**config.mk**
```make
export PLATFORM = sky130hd
export DESIGN_NAME = btac
export DESIGN_NICKNAME = d
export VERILOG_FILES = /design/src/source/btac_config_pkg.sv /design/src/source/btac_types_pkg.sv /design/src/source/bht_counters.sv /design/src/source/btac.sv /design/src/source/btac_ctrl.sv /design/src/source/btb_memory.sv
export SDC_FILE = /design/constraint.sdc
export NUM_CORES = 1
export LEC_CHECK = 0
export BUFFER_PORTS_ARGS = -buffer_cell sky130_fd_sc_hd__buf_2
export CELL_PAD_IN_SITES_DETAIL_PLACEMENT = 2
export CELL_PAD_IN_SITES_GLOBAL_PLACEMENT = 2
export CORE_MARGIN = 2
export CORE_UTILIZATION = 32
export CTS_CLUSTER_SIZE = 12
export DETAILED_ROUTE_END_ITERATION = 12
export PLACE_DENSITY_LB_ADDON = 0.1
export SYNTH_ARGS = -nofsm -noshare
export SYNTH_HDL_FRONTEND = slang
export SYNTH_SLANG_ARGS = --single-unit
```
**constraint.sdc**
```tcl
create_clock -name clock -period 8.1 [get_ports clock]
set_input_delay 0.81 -clock clock [delete_from_list [all_inputs] [get_ports clock]]
set_output_delay 0.81 -clock clock [all_outputs]
set_load 0.1 [all_outputs]
```
**src/source/btac_config_pkg.sv**
```systemverilog
package btac_config_pkg;

  ////////////////////////////////////////////////////////////
  // Fetch unit geometry
  ////////////////////////////////////////////////////////////

  localparam int pc_width = 32;  // Instruction address width

  // Fall-through increment of a 32-bit instruction
  localparam int inst_step = 4;

  ////////////////////////////////////////////////////////////
  // Table depths as powers of two
  ////////////////////////////////////////////////////////////

  localparam int default_btb_entries = 16;
  localparam int default_bht_entries = 64;

endpackage

```
**src/source/btac_types_pkg.sv**
```systemverilog
package btac_types_pkg;

  import btac_config_pkg::*;

  typedef logic [pc_width-1:0] pc_t;

  // One BTB line whose tag holds the whole branch PC
  typedef struct packed {
    logic valid;
    pc_t  tag;
    pc_t  target;
  } btb_entry_t;

  // Counter values 0 and 1 say not taken, 2 and 3 say taken
  typedef logic [1:0] counter_t;

  localparam counter_t counter_init = 2'd1;  // Weakly not taken

endpackage

```
**src/source/bht_counters.sv**
```systemverilog
`timescale 1ns/1ps

module bht_counters #(
  parameter int bht_entries = btac_config_pkg::default_bht_entries
) (
  input  logic                             clock,
  input  logic                             reset,
  input  logic [$clog2(bht_entries)-1:0]   raddr,
  input  logic [$clog2(bht_entries)-1:0]   waddr,
  input  logic                             wen,
  input  logic                             taken,
  output btac_types_pkg::counter_t         rcount
);

  import btac_types_pkg::*;

  counter_t count_mem [bht_entries];
  counter_t old_count;
  counter_t new_count;

  ////////////////////////////////////////////////////////////
  // Saturating step toward the resolved direction
  ////////////////////////////////////////////////////////////

  always_comb begin
    old_count = count_mem[waddr];
    new_count = old_count;
    if (taken) begin
      if (old_count != 2'd3) begin
        new_count = old_count + 2'd1;
      end
    end else begin
      if (old_count != 2'd0) begin
        new_count = old_count - 2'd1;
      end
    end
  end

  always_ff @(posedge clock) begin
    if (!reset) begin
      for (int i = 0; i < bht_entries; i++) begin
        count_mem[i] <= counter_init;
      end
    end else if (wen) begin
      count_mem[waddr] <= new_count;
    end
  end

  assign rcount = count_mem[raddr];  // Prediction read

endmodule

```
**src/source/btac.sv**
```systemverilog
`timescale 1ns/1ps

module btac #(
  parameter int btb_entries = btac_config_pkg::default_btb_entries,
  parameter int bht_entries = btac_config_pkg::default_bht_entries
) (
  input  logic                  clock,
  input  logic                  reset,
  input  logic                  get_valid,
  input  btac_types_pkg::pc_t   get_pc,
  input  logic                  clear,
  input  logic                  upd_valid,
  input  btac_types_pkg::pc_t   upd_pc,
  input  logic                  upd_taken,
  input  btac_types_pkg::pc_t   upd_target,
  input  logic                  upd_pred_taken,
  input  btac_types_pkg::pc_t   upd_pred_target,
  output logic                  pred_valid,
  output logic                  pred_taken,
  output btac_types_pkg::pc_t   pred_target,
  output logic                  pred_miss,
  output btac_types_pkg::pc_t   pred_maddr
);

  import btac_types_pkg::*;

  logic [$clog2(btb_entries)-1:0] btb_raddr;
  logic [$clog2(btb_entries)-1:0] btb_waddr;
  logic                           btb_wen;
  btb_entry_t                     btb_wentry;
  btb_entry_t                     btb_rentry;
  logic [$clog2(bht_entries)-1:0] bht_raddr;
  logic [$clog2(bht_entries)-1:0] bht_waddr;
  logic                           bht_wen;
  logic                           bht_taken;
  counter_t                       bht_rcount;

  btb_memory #(
    .btb_entries (btb_entries)
  ) btb_i (
    .clock  (clock),
    .reset  (reset),
    .raddr  (btb_raddr),
    .waddr  (btb_waddr),
    .wen    (btb_wen),
    .wentry (btb_wentry),
    .rentry (btb_rentry)
  );

  bht_counters #(
    .bht_entries (bht_entries)
  ) bht_i (
    .clock  (clock),
    .reset  (reset),
    .raddr  (bht_raddr),
    .waddr  (bht_waddr),
    .wen    (bht_wen),
    .taken  (bht_taken),
    .rcount (bht_rcount)
  );

  btac_ctrl #(
    .btb_entries (btb_entries),
    .bht_entries (bht_entries)
  ) ctrl_i (
    .clock           (clock),
    .reset           (reset),
    .get_valid       (get_valid),
    .get_pc          (get_pc),
    .clear           (clear),
    .upd_valid       (upd_valid),
    .upd_pc          (upd_pc),
    .upd_taken       (upd_taken),
    .upd_target      (upd_target),
    .upd_pred_taken  (upd_pred_taken),
    .upd_pred_target (upd_pred_target),
    .btb_rentry      (btb_rentry),
    .bht_rcount      (bht_rcount),
    .pred_valid      (pred_valid),
    .pred_taken      (pred_taken),
    .pred_target     (pred_target),
    .pred_miss       (pred_miss),
    .pred_maddr      (pred_maddr),
    .btb_raddr       (btb_raddr),
    .btb_waddr       (btb_waddr),
    .btb_wen         (btb_wen),
    .btb_wentry      (btb_wentry),
    .bht_raddr       (bht_raddr),
    .bht_waddr       (bht_waddr),
    .bht_wen         (bht_wen),
    .bht_taken       (bht_taken)
  );

endmodule

```
**src/source/btac_ctrl.sv**
```systemverilog
`timescale 1ns/1ps

module btac_ctrl #(
  parameter int btb_entries = btac_config_pkg::default_btb_entries,
  parameter int bht_entries = btac_config_pkg::default_bht_entries
) (
  input  logic                             clock,
  input  logic                             reset,
  input  logic                             get_valid,
  input  btac_types_pkg::pc_t              get_pc,
  input  logic                             clear,
  input  logic                             upd_valid,
  input  btac_types_pkg::pc_t              upd_pc,
  input  logic                             upd_taken,
  input  btac_types_pkg::pc_t              upd_target,
  input  logic                             upd_pred_taken,
  input  btac_types_pkg::pc_t              upd_pred_target,
  input  btac_types_pkg::btb_entry_t       btb_rentry,
  input  btac_types_pkg::counter_t         bht_rcount,
  output logic                             pred_valid,
  output logic                             pred_taken,
  output btac_types_pkg::pc_t              pred_target,
  output logic                             pred_miss,
  output btac_types_pkg::pc_t              pred_maddr,
  output logic [$clog2(btb_entries)-1:0]   btb_raddr,
  output logic [$clog2(btb_entries)-1:0]   btb_waddr,
  output logic                             btb_wen,
  output btac_types_pkg::btb_entry_t       btb_wentry,
  output logic [$clog2(bht_entries)-1:0]   bht_raddr,
  output logic [$clog2(bht_entries)-1:0]   bht_waddr,
  output logic                             bht_wen,
  output logic                             bht_taken
);

  import btac_config_pkg::*;
  import btac_types_pkg::*;

  localparam int btb_idx_width = $clog2(btb_entries);
  localparam int bht_idx_width = $clog2(bht_entries);

  pc_t  lookup_pc;
  logic lookup_valid;
  logic entry_hit;
  pc_t  upd_fall;
  pc_t  correct_addr;
  pc_t  guessed_addr;

  ////////////////////////////////////////////////////////////
  // Lookup register and prediction
  ////////////////////////////////////////////////////////////

  always_ff @(posedge clock) begin
    if (!reset) begin
      lookup_pc    <= '0;
      lookup_valid <= 1'b0;
    end else begin
      lookup_valid <= get_valid & ~clear;
      if (get_valid && !clear) begin
        lookup_pc <= get_pc;
      end
    end
  end

  // Index from PC bit 1 upward
  assign btb_raddr = lookup_pc[btb_idx_width:1];
  assign bht_raddr = lookup_pc[bht_idx_width:1];

  assign entry_hit   = btb_rentry.valid && (btb_rentry.tag == lookup_pc);
  assign pred_valid  = lookup_valid;
  assign pred_taken  = lookup_valid & entry_hit & bht_rcount[1];  // Counter 2 or 3
  assign pred_target = pred_taken ? btb_rentry.target : lookup_pc + pc_t'(inst_step);

  ////////////////////////////////////////////////////////////
  // Table writes
  ////////////////////////////////////////////////////////////

  assign bht_wen   = upd_valid & ~clear;
  assign bht_waddr = upd_pc[bht_idx_width:1];
  assign bht_taken = upd_taken;

  // Only taken branches install a target
  assign btb_wen           = upd_valid & upd_taken & ~clear;
  assign btb_waddr         = upd_pc[btb_idx_width:1];
  assign btb_wentry.valid  = 1'b1;
  assign btb_wentry.tag    = upd_pc;
  assign btb_wentry.target = upd_target;

  ////////////////////////////////////////////////////////////
  // Resolve
  ////////////////////////////////////////////////////////////

  assign upd_fall     = upd_pc + pc_t'(inst_step);
  assign correct_addr = upd_taken ? upd_target : upd_fall;
  assign guessed_addr = upd_pred_taken ? upd_pred_target : upd_fall;

  assign pred_miss  = upd_valid & ~clear & (correct_addr != guessed_addr);
  assign pred_maddr = pred_miss ? correct_addr : '0;  // Redirect address

endmodule

```
**src/source/btb_memory.sv**
```systemverilog
`timescale 1ns/1ps

module btb_memory #(
  parameter int btb_entries = btac_config_pkg::default_btb_entries
) (
  input  logic                             clock,
  input  logic                             reset,
  input  logic [$clog2(btb_entries)-1:0]   raddr,
  input  logic [$clog2(btb_entries)-1:0]   waddr,
  input  logic                             wen,
  input  btac_types_pkg::btb_entry_t       wentry,
  output btac_types_pkg::btb_entry_t       rentry
);

  import btac_types_pkg::*;

  logic valid_mem  [btb_entries];
  pc_t  tag_mem    [btb_entries];
  pc_t  target_mem [btb_entries];

  // Valid bits
  always_ff @(posedge clock) begin
    if (!reset) begin
      for (int i = 0; i < btb_entries; i++) begin
        valid_mem[i] <= 1'b0;
      end
    end else if (wen) begin
      valid_mem[waddr] <= wentry.valid;
    end
  end

  // Tag and target payload
  always_ff @(posedge clock) begin
    if (wen) begin
      tag_mem[waddr]    <= wentry.tag;
      target_mem[waddr] <= wentry.target;
    end
  end

  always_comb begin
    rentry.valid  = valid_mem[raddr];
    rentry.tag    = tag_mem[raddr];
    rentry.target = target_mem[raddr];
  end

endmodule

```
==> results of run 1 <==
==> routing by layer <==
layer,GRT usage,vias to the layer above
li1,-,12432
met1,0.322,16698
met2,0.379,834
met3,0.0325,215
met4,0.0504,2
met5,0,-
==> worst max-delay path, stage by stage (launching register included) <==
cell	delay, ns
dfxtp_4	0.82
buf_4	0.63
mux4_2	0.58
mux4_2	0.55
xnor2_1	0.23
nand4_1	0.14
nor4_1	0.28
nand4_1	0.16
or4_2	1.02
buf_4	0.41
mux2_4	0.24
buf_2	0.42
==> final timing paths <==
kind,end,slack [ns],cells after the start
setup / recovery,pred_target[30],0.97,11
hold / removal,ctrl_i.lookup_pc[13],0.28,3
setup reg to reg,bht_i.count_mem[35][0],4.35,7
hold reg to reg,btb_i.valid_mem[14],0.46,1
==> cells by family (layout without fill, tap and decap cells) <==
group                      after synthesis  in the layout  synth area share
other                                    0              7                 0
DFF                                   1207           1207             0.684
muxes                                  445            445             0.167
AOI/OAI and AO/OA                      243            243            0.0323
and+or+nand+nor                        710            710            0.0617
adders and majority gates                7              7           0.00158
xor gates and xnor gates               174            174            0.0306
buffers and inverters                  244            570            0.0230
==> registers in the layout, summed over array words and instances (netlist names), named ones only <==
register	flops
btb_i.tag_mem	512
ctrl_i.pred_valid	1
bht_i.count_mem	128
btb_i.valid_mem	16
btb_i.target_mem	512
ctrl_i.lookup_pc	32
==> power breakdown <==
group	internal, W	switching, W
Clock	0.00347	0.00275
Combinational	0.000335	0.000744
Sequential	0.00689	0.0000628
Total	0.0107	0.00355
==> per-stage QoR <==
step                      worst slack [ns]  hold slack, ns  power (W)
after floorplan                      0.972           0.435    0.00768
after global placement                1.54           0.443    0.00814
after detailed placement              1.39           0.453    0.00817
after CTS                            0.783           0.223     0.0144
after global routing                 0.673           0.245     0.0147
final                                0.972           0.282     0.0142
==> final cells by class <==
class                           count  area, sq um  area share
Tap cell                         2175         2720      0.0452
Multi-Input combinational cell   1579        15400       0.256
Clock buffer                      178         3720      0.0617
Clock inverter                     84          793      0.0132
Inverter                           25         96.3     0.00160
Antenna cell                        7         17.5    0.000291
Sequential cell                  1207        35700       0.593
Timing Repair Buffer              283         1780      0.0295
==> placed cells by master (no fill, tap or decap), types with 11 or more instances in the layout <==
| cell type | count |
|---|---|
| and3_1 | 15 |
| nand2b_1 | 15 |
| dfxtp_1 | 51 |
| buf_12 | 12 |
| edfxtp_1 | 1152 |
| nand3_1 | 103 |
| nor2_4 | 13 |
| xnor2_1 | 100 |
| a22oi_1 | 17 |
| and2_1 | 15 |
| inv_1 | 23 |
| nand4_1 | 28 |
| nor3_1 | 24 |
| buf_2 | 198 |
| nor2_1 | 167 |
| clkinv_2 | 21 |
| buf_4 | 73 |
| clkbuf_1 | 34 |
| a21boi_0 | 34 |
| mux2i_1 | 81 |
| o21ai_0 | 30 |
| a21oi_1 | 54 |
| mux2_4 | 29 |
| xor2_1 | 69 |
| o21a_1 | 17 |
| nand2_1 | 265 |
| nor4_1 | 19 |
| mux4_2 | 327 |
| clkbuf_16 | 143 |
| nor2b_1 | 11 |
| clkinv_1 | 39 |
==> impl_metrics.json, run 1 <==
{
  "cp-end-kind": "output port",
  "ys_warn_count": 0,
  "ys_ff_latch": 1207,
  "nNetsFinal": 3379,
  "wl_met3_mm": 8.55,
  "die_w_um": 408,
  "drc": 0,
  "yosys.area.top_type_share": 0.663,
  "vias": 30181,
  "p_per_area_nw_per_um2": 236,
  "cts_sinks": 1207,
  "fin_setup_tns_ns": 0,
  "max_slew.worst_pin.slew_ns": 1.17,
  "critPathArrivalTime_ns": 6.32,
  "yosysSeqAreaShare": 0.684,
  "final_cell_area_sq_um": 60300,
  "vias_per_cell": 5.45,
  "p_leak_nw": 19.0,
  "clockBufferDepth": 3,
  "syn_nets": 3170,
  "min_period_ns": 7.13,
  "cts_resized": 0,
  "synthCells": 3030,
  "peakVddDrop_uv": 205,
  "synthArstFlopShare": 0,
  "relSlewSlack": 0.215,
  "finalCritPeriodShare": 0.880,
  "drive_gt1_frac": 0.260,
  "rows": 148,
  "grt_usage": 0.230,
  "overflow": 0,
  "clk_latency_ns": 0.78,
  "fin_skew_ns": 0.0254,
  "crit_fanout": 30,
  "fill_cells": 15886,
  "cts_root_buffer": "clkbuf_16",
  "maxCapViolCount": 0,
  "ys_top_cells_by_area": "edfxtp_1, mux4_2, dfxtp_1, nand2_1, xnor2_1",
  "hpwlAfterDp_mm": 122,
  "portBuffers": 201,
  "grt_pass1_vias": 32965,
  "start_util": 0.321,
  "dr_wl_met2_mm": 92.7,
  "drt-total-wl_mm": 191,
  "wl_per_cell_um": 34.5,
  "synthTopCellsByCount": "edfxtp_1, mux4_2, nand2_1",
  "dpl_cell_area_sq_um": 55700,
  "grt_max_degree": 72,
  "start_kind": "flip-flop",
  "cts_max_level": 4,
  "rsz0062_at_grt": "false",
  "timing.rr.start": "bht_i.count_mem[2][1]",
  "ys_types": 77,
  "die_area_sq_um": 166000,
  "core_region_area_sq_um": 162000,
  "final_cell_count_no_fill": 5538,
  "yosys.area.top_type": "edfxtp_1",
  "place_congestion": 0.797,
  "yosysMostFrequentCell": "edfxtp_1",
  "antenna_left": 0,
  "finalSetupViolCount": 0,
  "hold_start": "get_pc[13]",
  "hold_viol_final": 0,
  "timing.final.max_slew_violations": 0,
  "clkTransAtPathRegs_ns": 0.06,
  "placed_cells": 5269,
  "top_layer": "met5",
  "path_class": "reg2out",
  "cts_setup_buffers": 0,
  "grt_pass1_wl_mm": 268,
  "synth_edf_count": 1152,
  "fmax_mhz": 140,
  "drt_iter0_markers": 2767,
  "pin_count": 202,
  "dr.pass1.iters": 6,
  "synth_flop_cell": "edfxtp_1",
  "antenna_found_initial": 16,
  "drt-met1-wl_mm": 85.9,
  "hold_class": "in2reg",
  "area_growth_pct": 15.4,
  "cp.required_ns": 7.29,
  "ctsHoldBuffers": 0,
  "numCtsBuffers": 143,
  "syn_area_per_cell_sq_um": 17.2,
  "status": "complete, no violations",
  "die_y_um": 408,
  "final_util": 0.371,
  "cts_tree": "done",
  "synth_area_sq_um": 52200
}
Power figures use the tool's default switching activity.
==> inputs of run 2 (changes only) <==
Settings changed: REMOVE_ABC_BUFFERS set to 1.
==> impl_metrics.json, run 2 (same netlist as run 1, synthesis figures left out) <==
{
  "status": "complete, but fails checks",
  "violations": "max-capacitance violations, max-slew violations",
  "die_area_sq_um": 166000,
  "max_slew.worst_pin.slew_ns": 1.55,
  "multi_input_area_sq_um": 15400,
  "timing.final.max_slew_violations": 2,
  "final_cell_count_no_fill": 5552,
  "grt_pass1_wl_mm": 264,
  "vias_per_cell": 5.39,
  "drive_gt1_frac": 0.267,
  "power_frac_comb": 0.075,
  "power.total_w": 0.0144,
  "nNetsFinal": 3395,
  "p_leak_nw": 19.1,
  "grt_pass1_vias": 32881,
  "hpwlAfterDp_mm": 121,
  "cp.required_ns": 7.29,
  "grt_max_degree": 112,
  "area_growth_pct": 15.8,
  "rows": 148,
  "fin_skew_ns": 0.0249,
  "clockBufferDepth": 3,
  "wl_per_cell_um": 34.1,
  "crit_fanout": 41,
  "cts_sinks": 1207,
  "relSlewSlack": -0.0408,
  "clkTransAtPathRegs_ns": 0.06,
  "dr.pass1.iters": 5,
  "critPathArrivalTime_ns": 6.40,
  "hold_viol_final": 0,
  "die_y_um": 408,
  "drc": 0,
  "final_common_cell": "edfxtp_1",
  "clkPwrFrac": 0.443,
  "die_w_um": 408,
  "cts_root_buffer": "clkbuf_16",
  "core_region_area_sq_um": 162000,
  "place_congestion": 0.814,
  "finalWorstSetupSlack_ns": 0.889,
  "rsz0062_at_grt": "false",
  "cts_tree": "done",
  "drt-total-wl_mm": 189,
  "antenna_left": 0,
  "ctsHoldBuffers": 0,
  "maxCapViolCount": 1,
  "sequentialPowerShare": 0.482,
  "hold_class": "in2reg",
  "place_ws_ns": 1.40,
  "pin_count": 202,
  "finalCritPeriodShare": 0.890,
  "min_period_ns": 7.21,
  "path_class": "reg2out",
  "sw_frac_of_total": 0.239,
  "reg_top3": "btb_i.tag_mem: 512 flops, btb_i.target_mem: 512 flops, bht_i.count_mem: 128 flops",
  "start_util": 0.321,
  "peakVddDrop_uv": 211,
  "layout.area.seq_sq_um": 35700,
  "start_kind": "flip-flop",
  "cts_setup_buffers": 0,
  "p_int_w": 0.0110,
  "cts_resized": 0,
  "p_sw_w": 0.00344,
  "fill_cells": 15898,
  "vias": 29913,
  "final_cell_mix": "edfxtp_1, mux4_2, nand2_1, buf_2, nor2_1",
  "clk_latency_ns": 0.77,
  "cts_max_level": 4,
  "placed_cells": 5285,
  "antenna_found_initial": 26,
  "holdWs_ns": 0.295,
  "finalSetupViolCount": 0,
  "drt_iter0_markers": 2372,
  "fin_setup_tns_ns": 0,
  "fmax_mhz": 139,
  "numCtsBuffers": 143,
  "portBuffers": 201,
  "p_per_area_nw_per_um2": 238,
  "overflow": 0,
  "grt_usage": 0.227,
  "cp-end-kind": "output port"
}
## run 2: cell types whose count changed in the layout (fill, tap and decap cells not counted), moves of 2 or more
cell	previous run	this run
buf_4	73	93
clkbuf_8	1	6
clkbuf_1	34	26
clkinv_16	8	1
clkinv_8	4	6
clkinv_1	39	35
diode_2	7	9
bufinv_16	5	9
clkbuf_16	143	150
buf_12	12	8
## run 2: metrics by stage
stage          instance area (sq um)  utilization
4_1_cts                        60400        0.372
3_5_place_dp                   55800        0.344
2_1_floorplan                  51100            -
6_report                       60400        0.372
5_1_grt                        60400        0.372
3_3_place_gp                   55800        0.344
## run 2: area by class of cell
| class | count | share of cell area |
|---|---|---|
| Tap cell | 2175 | 0.0450 |
| Clock buffer | 182 | 0.0651 |
| Clock inverter | 76 | 0.0114 |
| Antenna cell | 9 | 0.000373 |
| Sequential cell | 1207 | 0.591 |
| Multi-Input combinational cell | 1579 | 0.255 |
| Timing Repair Buffer | 299 | 0.0306 |
| Inverter | 25 | 0.00159 |
## run 2: final timing paths
kind                                              from  cells after the start                     end  slack [ns]
worst min-delay path                         get_pc[9]                      3     ctrl_i.lookup_pc[9]        0.30
worst max-delay path                         flip-flop                     10              pred_taken        0.89
worst min register to register     btb_i.valid_mem[11]                      1     btb_i.valid_mem[11]        0.47
worst max register to register  bht_i.count_mem[15][1]                      7  bht_i.count_mem[53][0]        4.37
## run 2: per-layer routing
| metal | track usage | routed length (um) | vias to the layer above |
|---|---|---|---|
| li1 | - | - | 12485 |
| met1 | 0.297 | 79900 | 16283 |
| met2 | 0.372 | 91300 | 832 |
| met3 | 0.0527 | 11600 | 291 |
| met4 | 0.0763 | 6450 | 22 |
| met5 | 0 | 143 | - |
## run 2: critical path: stages, from the launching register on
cell and delay, ns:
dfxtp_4 0.92, buf_12 0.41, mux4_2 0.59, o21ai_0 0.39
o211ai_1 0.18, o221ai_1 0.13, nand4_1 0.14, nor4_1 0.68
nand4_1 0.17, nor4_1 1.30, buf_2 0.62
## run 2: power by group through the flow
| stage | Sequential [W] | Clock (W) | Combinational, W |
|---|---|---|---|
| global route | 0.00695 | 0.00674 | 0.00114 |
| CTS | 0.00694 | 0.00653 | 0.00109 |
| finish | 0.00694 | 0.00637 | 0.00108 |
| global placement | 0.00707 | 0 | 0.00106 |
| floorplan | 0.00709 | 0 | 0.000617 |
| detailed placement | 0.00708 | 0 | 0.00109 |
